## src/hdl/uart_cfg_pkg.sv

```systemverilog
package uart_cfg_pkg;

  // system clock and line rate
  localparam int clk_hz = 50_000_000;
  localparam int baud = 115_200;
  localparam int os_rate = 16;

  // 50e6 / (115200 * 16) truncates to 27
  localparam int tick_div = clk_hz / (baud * os_rate);

  localparam int cmd_width = 16;
  localparam int byte_width = 8;
  localparam int frame_bits = 11;

  // counter widths
  localparam int tick_cnt_w = $clog2(tick_div);
  localparam int os_cnt_w = $clog2(os_rate);
  localparam int bit_cnt_w = $clog2(frame_bits);

endpackage
```

## src/hdl/uart_frame_pkg.sv

```systemverilog
package uart_frame_pkg;

  // high byte goes out first
  typedef struct packed {
    logic [uart_cfg_pkg::cmd_width-uart_cfg_pkg::byte_width-1:0] hi_byte;
    logic [uart_cfg_pkg::byte_width-1:0]                         lo_byte;
  } cmd_t;

  // bit 0 is the first bit on the line
  typedef struct packed {
    logic                                stop;
    logic                                parity;
    logic [uart_cfg_pkg::byte_width-1:0] data;
    logic                                start;
  } frame_fields_t;

  // tx shifts raw, rx reads fields
  typedef union packed {
    logic [uart_cfg_pkg::frame_bits-1:0] raw;
    frame_fields_t                       fields;
  } frame_u;

  typedef struct packed {
    logic                                frame_err;
    logic                                parity_err;
    logic [uart_cfg_pkg::byte_width-1:0] data;
  } rx_result_t;

endpackage

```

## src/hdl/uart.sv

```systemverilog
`timescale 1ns/1ns

module uart #(
  parameter bit check_parity = 1'b1
) (
  input  logic                       clk,
  input  logic                       rst_n,
  input  uart_frame_pkg::cmd_t       cmd,
  input  logic                       cmd_vld,
  output logic                       cmd_rdy,
  input  logic                       rx,
  output logic                       tx,
  output logic                       read_rdy,
  output uart_frame_pkg::rx_result_t read_data
);

  logic os_tick;

  uart_baud_gen u_baud_gen (
    .clk     (clk),
    .rst_n   (rst_n),
    .os_tick (os_tick)
  );

  uart_cmd_tx u_cmd_tx (
    .clk     (clk),
    .rst_n   (rst_n),
    .os_tick (os_tick),
    .cmd     (cmd),
    .cmd_vld (cmd_vld),
    .cmd_rdy (cmd_rdy),
    .tx      (tx)
  );

  uart_rx #(
    .check_parity (check_parity)
  ) u_rx (
    .clk       (clk),
    .rst_n     (rst_n),
    .os_tick   (os_tick),
    .rx        (rx),
    .read_rdy  (read_rdy),
    .read_data (read_data)
  );

endmodule

```

## src/hdl/uart_rx.sv

```systemverilog
`timescale 1ns/1ns

module uart_rx #(
  parameter bit check_parity = 1'b1
) (
  input  logic                       clk,
  input  logic                       rst_n,
  input  logic                       os_tick,
  input  logic                       rx,
  output logic                       read_rdy,
  output uart_frame_pkg::rx_result_t read_data
);

  logic                               rx_meta;
  logic                               rx_sync;
  logic                               rx_prev;
  logic                               rx_fall;
  logic                               busy;
  logic [uart_cfg_pkg::os_cnt_w-1:0]  os_cnt;
  logic [uart_cfg_pkg::bit_cnt_w-1:0] bit_cnt;
  logic                               sample;
  logic                               bit_end;
  logic                               last_bit;
  logic                               start_glitch;
  uart_frame_pkg::frame_u             frame;
  uart_frame_pkg::frame_u             frame_nxt;
  uart_frame_pkg::rx_result_t         result;

  // two-stage sync plus one more flop for the edge
  always_ff @(posedge clk or negedge rst_n) begin
    if (!rst_n) begin
      rx_meta <= 1'b1;
      rx_sync <= 1'b1;
      rx_prev <= 1'b1;
    end else begin
      rx_meta <= rx;
      rx_sync <= rx_meta;
      rx_prev <= rx_sync;
    end
  end

  assign rx_fall  = rx_prev && !rx_sync;
  assign sample   = busy && os_tick && (int'(os_cnt) == uart_cfg_pkg::os_rate / 2 - 1);
  assign bit_end  = busy && os_tick && (int'(os_cnt) == uart_cfg_pkg::os_rate - 1);
  assign last_bit = (int'(bit_cnt) == uart_cfg_pkg::frame_bits - 1);

  // start bit already high again at mid-bit
  assign start_glitch = sample && (bit_cnt == '0) && rx_sync;

  // new bit enters at the top, start bit ends up in bit 0
  assign frame_nxt.raw = {rx_sync, frame.raw[uart_cfg_pkg::frame_bits-1:1]};

  assign result.data       = frame_nxt.fields.data;
  assign result.parity_err = check_parity
                             && !(^{frame_nxt.fields.data, frame_nxt.fields.parity});
  assign result.frame_err  = !frame_nxt.fields.stop;

  always_ff @(posedge clk or negedge rst_n) begin
    if (!rst_n) begin
      busy    <= 1'b0;
      os_cnt  <= '0;
      bit_cnt <= '0;
    end else if (!busy) begin
      if (rx_fall) begin
        busy    <= 1'b1;
        os_cnt  <= '0;
        bit_cnt <= '0;
      end
    end else if (start_glitch) begin
      busy <= 1'b0;
    end else if (sample && last_bit) begin
      // free again in mid stop bit, ready for the next edge
      busy <= 1'b0;
    end else if (bit_end) begin
      os_cnt  <= '0;
      bit_cnt <= bit_cnt + 1'b1;
    end else if (os_tick) begin
      os_cnt <= os_cnt + 1'b1;
    end
  end

  always_ff @(posedge clk) begin
    if (sample) begin
      frame <= frame_nxt;
    end
  end

  always_ff @(posedge clk or negedge rst_n) begin
    if (!rst_n) begin
      read_rdy <= 1'b0;
    end else begin
      read_rdy <= sample && last_bit;
    end
  end

  // held until the next frame completes
  always_ff @(posedge clk) begin
    if (sample && last_bit) begin
      read_data <= result;
    end
  end

  a_rdy_single: assert property (
    @(posedge clk) disable iff (!rst_n)
    read_rdy |=> !read_rdy
  );

endmodule

```

## src/hdl/uart_cmd_tx.sv

```systemverilog
`timescale 1ns/1ns

module uart_cmd_tx (
  input  logic                 clk,
  input  logic                 rst_n,
  input  logic                 os_tick,
  input  uart_frame_pkg::cmd_t cmd,
  input  logic                 cmd_vld,
  output logic                 cmd_rdy,
  output logic                 tx
);

  uart_frame_pkg::cmd_t                cmd_q;
  uart_frame_pkg::frame_u              frame;
  logic                                busy;
  logic                                on_line;
  logic                                sel_lo;
  logic [uart_cfg_pkg::os_cnt_w-1:0]   os_cnt;
  logic [uart_cfg_pkg::bit_cnt_w-1:0]  bit_cnt;
  logic                                accept;
  logic                                bit_end;
  logic                                frame_end;

  // start low, odd parity over data, stop high
  function automatic uart_frame_pkg::frame_u build_frame(
    input logic [uart_cfg_pkg::byte_width-1:0] data
  );
    uart_frame_pkg::frame_u f;
    f.fields.start  = 1'b0;
    f.fields.data   = data;
    f.fields.parity = ~^data;
    f.fields.stop   = 1'b1;
    return f;
  endfunction

  assign accept    = cmd_vld && cmd_rdy;
  assign bit_end   = on_line && os_tick && (int'(os_cnt) == uart_cfg_pkg::os_rate - 1);
  assign frame_end = bit_end && (int'(bit_cnt) == uart_cfg_pkg::frame_bits - 1);

  assign cmd_rdy = !busy;
  assign tx      = on_line ? frame.raw[0] : 1'b1;

  // command and frame payload
  always_ff @(posedge clk) begin
    if (accept) begin
      cmd_q <= cmd;
      frame <= build_frame(cmd.hi_byte);
    end else if (frame_end && !sel_lo) begin
      frame <= build_frame(cmd_q.lo_byte);
    end else if (bit_end) begin
      frame.raw <= {1'b1, frame.raw[uart_cfg_pkg::frame_bits-1:1]};
    end
  end

  always_ff @(posedge clk or negedge rst_n) begin
    if (!rst_n) begin
      busy    <= 1'b0;
      on_line <= 1'b0;
      sel_lo  <= 1'b0;
      os_cnt  <= '0;
      bit_cnt <= '0;
    end else if (accept) begin
      busy   <= 1'b1;
      sel_lo <= 1'b0;
    end else if (busy && !on_line && os_tick) begin
      // first tick after acceptance opens the high-byte start bit
      on_line <= 1'b1;
      os_cnt  <= '0;
      bit_cnt <= '0;
    end else if (frame_end) begin
      os_cnt  <= '0;
      bit_cnt <= '0;
      if (sel_lo) begin
        busy    <= 1'b0;
        on_line <= 1'b0;
        sel_lo  <= 1'b0;
      end else begin
        // low byte follows straight on
        sel_lo <= 1'b1;
      end
    end else if (bit_end) begin
      os_cnt  <= '0;
      bit_cnt <= bit_cnt + 1'b1;
    end else if (on_line && os_tick) begin
      os_cnt <= os_cnt + 1'b1;
    end
  end

  // line idles high whenever a new command can be taken
  a_idle_high: assert property (
    @(posedge clk) disable iff (!rst_n)
    cmd_rdy |-> tx
  );

  // ready only comes back at the end of the low-byte stop bit
  a_rdy_after_stop: assert property (
    @(posedge clk) disable iff (!rst_n)
    $rose(cmd_rdy) |-> $past(frame_end && sel_lo)
  );

endmodule

```

## src/hdl/uart_baud_gen.sv

```systemverilog
`timescale 1ns/1ns

module uart_baud_gen (
  input  logic clk,
  input  logic rst_n,
  output logic os_tick
);

  logic [uart_cfg_pkg::tick_cnt_w-1:0] div_cnt;
  logic                                div_wrap;

  assign div_wrap = (int'(div_cnt) == uart_cfg_pkg::tick_div - 1);

  // free running, shared by both directions
  always_ff @(posedge clk or negedge rst_n) begin
    if (!rst_n) begin
      div_cnt <= '0;
    end else if (div_wrap) begin
      div_cnt <= '0;
    end else begin
      div_cnt <= div_cnt + 1'b1;
    end
  end

  // one clock wide pulse per wrap
  always_ff @(posedge clk or negedge rst_n) begin
    if (!rst_n) begin
      os_tick <= 1'b0;
    end else begin
      os_tick <= div_wrap;
    end
  end

endmodule

```

## config.mk

```make
export PLATFORM = sky130hd
export DESIGN_NAME = uart
export DESIGN_NICKNAME = d
export VERILOG_FILES = /design/src/hdl/uart_cfg_pkg.sv /design/src/hdl/uart_frame_pkg.sv /design/src/hdl/uart.sv /design/src/hdl/uart_rx.sv /design/src/hdl/uart_cmd_tx.sv /design/src/hdl/uart_baud_gen.sv
export SDC_FILE = /design/constraint.sdc
export NUM_CORES = 1
export LEC_CHECK = 0
export BUFFER_PORTS_ARGS = -buffer_cell sky130_fd_sc_hd__buf_2
export CAP_MARGIN = 10
export CORE_MARGIN = 3
export CORE_UTILIZATION = 58
export CTS_CLUSTER_SIZE = 14
export DETAILED_ROUTE_END_ITERATION = 8
export PLACE_DENSITY_LB_ADDON = 0.05
export SETUP_SLACK_MARGIN = 0.4
export SYNTH_ARGS = -nofsm -noshare
export SYNTH_HDL_FRONTEND = slang
export SYNTH_SLANG_ARGS = --single-unit
```

## constraint.sdc

```tcl
create_clock -name clk -period 2.7 [get_ports clk]
set_input_delay 0 -clock clk [delete_from_list [all_inputs] [get_ports clk]]
set_output_delay 0 -clock clk [all_outputs]
set_load 0.02 [all_outputs]
```

==> results_dict.tcl <==
set metrics [dict create \
    status "complete, no violations" \
    netlist_area_um2 3000 \
    cpPeakStageDelay_ns 0.48 \
    p_leak_nw 1.43 \
    avgSynthCellArea_um2 12.3 \
    syn_nets 272 \
    grt.overflow.total 0 \
    max_clock_freq_ghz 0.562 \
    hold_viol 0 \
    maxSlewViolCount 0 \
    rsz0062_at_grt "no" \
    synth_flop_cell "edfxtp_1" \
    routedWlPerCell_um 13.9 \
    drc_errors 0 \
    ys_warn_count 0 \
    power_density_nw_per_um2 573 \
    die_h_um 77.9 \
    wl_um 5170 \
    setup_viol 0 \
    max_cap_viol_count 0 \
    worst_ep_arrival_time_ns 2.06 \
    tightest_slew_ns 0.696 \
    drtAntennaViolNets 0 \
    cts.clk_slew.worst_paths_ns 0.07 \
    design_area_um2 3610 \
    hold_path.class "in -> reg" \
    hpwl_um 3320 \
    dp.cells 339 \
    initial_core_util_pct 61.8 \
    cts_tree "yes" \
    antenna_cells 0 \
    die_area_um2 6070 \
    busiest_layer "met2" \
    clock-root-buffer "clkbuf_8" \
    final_cell_count_no_fill 373 \
    grt_usage_pct 19.1 \
    portBuffers 32 \
    antenna_found_initial 0 \
    timing.final.crit_period_ns 1.78 \
    synthArstFlopShare_pct 44.8 \
    drt_iter0_drc 85 \
    cts_buffers 9 \
    timing.final.crit_share_pct 65.9 \
    use_met2_pct 28.2 \
    relSlewSlack_pct 53.6 \
    startpoint_type "flop" \
    setup_tns_ns 0 \
    worstPathCellList "inv_1 -> nand2_1 -> inv_1 -> a2111oi_0 -> nand3_1 -> nand2_1" \
    core-area_um2 4850 \
    postPlaceCellArea_um2 3230 \
    synth_cell_type_count 43 \
    met1_usage_pct 25.8 \
    worst_ep_required_time_ns 2.98 \
    ys_ff_latch 67 \
    firstDrtPassIters 4 \
    rows 25 \
    vias 1932 \
    synth_cells 243 \
    clock_latency_ns 0.34 \
    critPathMaxFanout 21 \
    first_global_vias 1917 \
    synth-edff-count 36 \
    final_nets 330 \
    cts.path.max_buffers 2 \
    io_pins 33 \
    avgViaCountPerCell 5.18 \
    grt_pass1_wl_um 8800 \
    skew_ns 0.0131 \
    post_cts_buffers 0 \
    met3_usage_pct 7.08 \
    seq_area_frac_synth_pct 61.9 \
    gp_congestion 0.775 \
    ir_drop_mv 0.447 \
    crit_type "reg -> reg" \
    slowest_stage "a2111oi_0" \
    drive_gt1_share_pct 19.6 \
    grt_max_degree 31 \
    htreeDepth 3 \
    area_growth_pct 20.4 \
    die_x_um 77.9 \
    cts_sinks 67 \
    cp-end-kind "flop" \
]
-- final cells by class --
| type | instances | area [um2] |
|---|---|---|
| flip-flops and latches | 67 | 1860 |
| fillers | 312 | 1240 |
| multi-input cells | 161 | 1080 |
| repair buffers | 51 | 348 |
| clock buffers | 12 | 145 |
| well taps | 67 | 83.8 |
| clock inverters | 4 | 51.3 |
| inverters | 11 | 41.3 |
-- layer usage --
metal / routed length, um / vias up
met1: 2500 / 912
li1: - / 975
met2: 2380 / 41
met5: 0 / -
met3: 246 / 4
met4: 48 / 0
-- report_power, final --
part | switching, mW | internal (mW) | total [mW]
clock network | 0.363 | 0.452 | 0.815
registers | 0.0234 | 1.10 | 1.12
logic | 0.0636 | 0.0633 | 0.127
-- critical path, delay by kind of cell, from the launching register on --
| family | cells | cell delay [ns] |
|---|---|---|
| AOI/OAI and AO/OA | 1 | 0.48 |
| buffers and inverters | 2 | 0.44 |
| DFF | 1 | 0.40 |
| and+or+nand+nor | 3 | 0.40 |
-- logic make-up (layout without fill, tap and decap cells) --
| kind of cell | Yosys count | count (layout) | synth area share, % |
|---|---|---|---|
| and+or+nand+nor | 71 | 71 | 11.7 |
| DFF | 67 | 67 | 61.9 |
| AOI/OAI and AO/OA | 45 | 45 | 9.73 |
| xor gates and xnor gates | 26 | 26 | 7.60 |
| buffers and inverters | 15 | 78 | 1.92 |
| muxes | 10 | 10 | 3.34 |
| adders and majority gates | 9 | 9 | 3.76 |
-- path summary, 6_finish.rpt --
check,from,slack (ns),cells past startpoint,to
max in group asynchronous,rst_n,2.02,2,u_rx.busy$_DFF_PN0_
min reg2reg,u_rx.rx_meta$_DFF_PN1_,0.36,0,u_rx.rx_sync$_DFF_PN1_
max reg2reg,u_cmd_tx.busy$_DFFE_PN0P_,0.92,6,u_cmd_tx.bit_cnt[2]$_DFFE_PN0P_
min in group asynchronous,rst_n,0.22,2,u_cmd_tx.bit_cnt[2]$_DFFE_PN0P_
min,cmd_vld,0.14,3,u_cmd_tx.on_line$_DFFE_PN0P_
max,u_cmd_tx.busy$_DFFE_PN0P_,0.92,6,u_cmd_tx.bit_cnt[2]$_DFFE_PN0P_
-- stage by stage --
stage	hold slack, ns	total power [mW]	utilization (%)	setup WS (ns)
floorplan	-0.296	1.21	-	0.495
global placement	0.0791	1.25	66.7	0.965
detailed placement	0.0779	1.25	66.7	0.931
CTS	0.110	2.09	74.4	0.920
global route	0.152	2.15	74.4	0.763
finish	0.138	2.07	74.4	0.922
-- sequential cells by signal, indices dropped and copies added, names as in the netlist --
signal,cells
u_baud_gen.div_cnt,5
u_baud_gen.os_tick,1
u_cmd_tx.bit_cnt,4
u_cmd_tx.busy,1
u_cmd_tx.cmd_q,8
u_cmd_tx.frame,10
u_cmd_tx.on_line,1
u_cmd_tx.os_cnt,4
u_cmd_tx.sel_lo,1
u_rx.bit_cnt,4
u_rx.busy,1
u_rx.frame,9
u_rx.os_cnt,4
u_rx.read_data,10
u_rx.read_rdy,1
u_rx.rx_meta,1
u_rx.rx_prev,1
u_rx.rx_sync,1
-- synthesized netlist by cell type, drive strengths merged (3+ instances only) --
library cell	n	area share, %
or3	3	0.96
clkbuf	3	0.38
inv	11	1.4
dfrtp	27	23
nand3	10	1.7
dfstp	3	2.6
xor2	5	1.5
a21o	3	0.75
ha	9	3.8
nor2	16	2.3
o21ai	23	4.2
a21oi	7	1.2
a22o	3	0.88
edfxtp	36	36
xnor2	21	6.1
nand2	27	3.4
nor3	3	0.50
mux2i	10	3.3
-- timing repair --
action	CTS	global route
hold endpoints to repair	44	0
gates resized for setup	0	0
hold buffers	18	0
-- placed cells by master, fill, tap and decap left out, types with 2 or more instances in the layout --
master | Yosys | layout
a21o_1 | 3 | 3
a21oi_1 | 7 | 7
a22o_1 | 3 | 3
buf_2 | 1 | 32
clkbuf_1 | 3 | 2
clkbuf_8 | 0 | 10
dfrtp_1 | 27 | 27
dfstp_2 | 3 | 3
dlygate4sd3_1 | 0 | 18
edfxtp_1 | 36 | 36
ha_1 | 9 | 9
inv_1 | 11 | 11
mux2i_1 | 10 | 10
nand2_1 | 27 | 27
nand2b_1 | 2 | 2
nand3_1 | 10 | 10
nand4_1 | 2 | 2
nor2_1 | 14 | 14
nor2b_1 | 2 | 2
nor3_1 | 3 | 3
o21ai_0 | 19 | 19
o21ai_2 | 3 | 3
or3_4 | 2 | 2
xnor2_1 | 21 | 21
xor2_1 | 5 | 5
(Power assumes the default switching activity.)
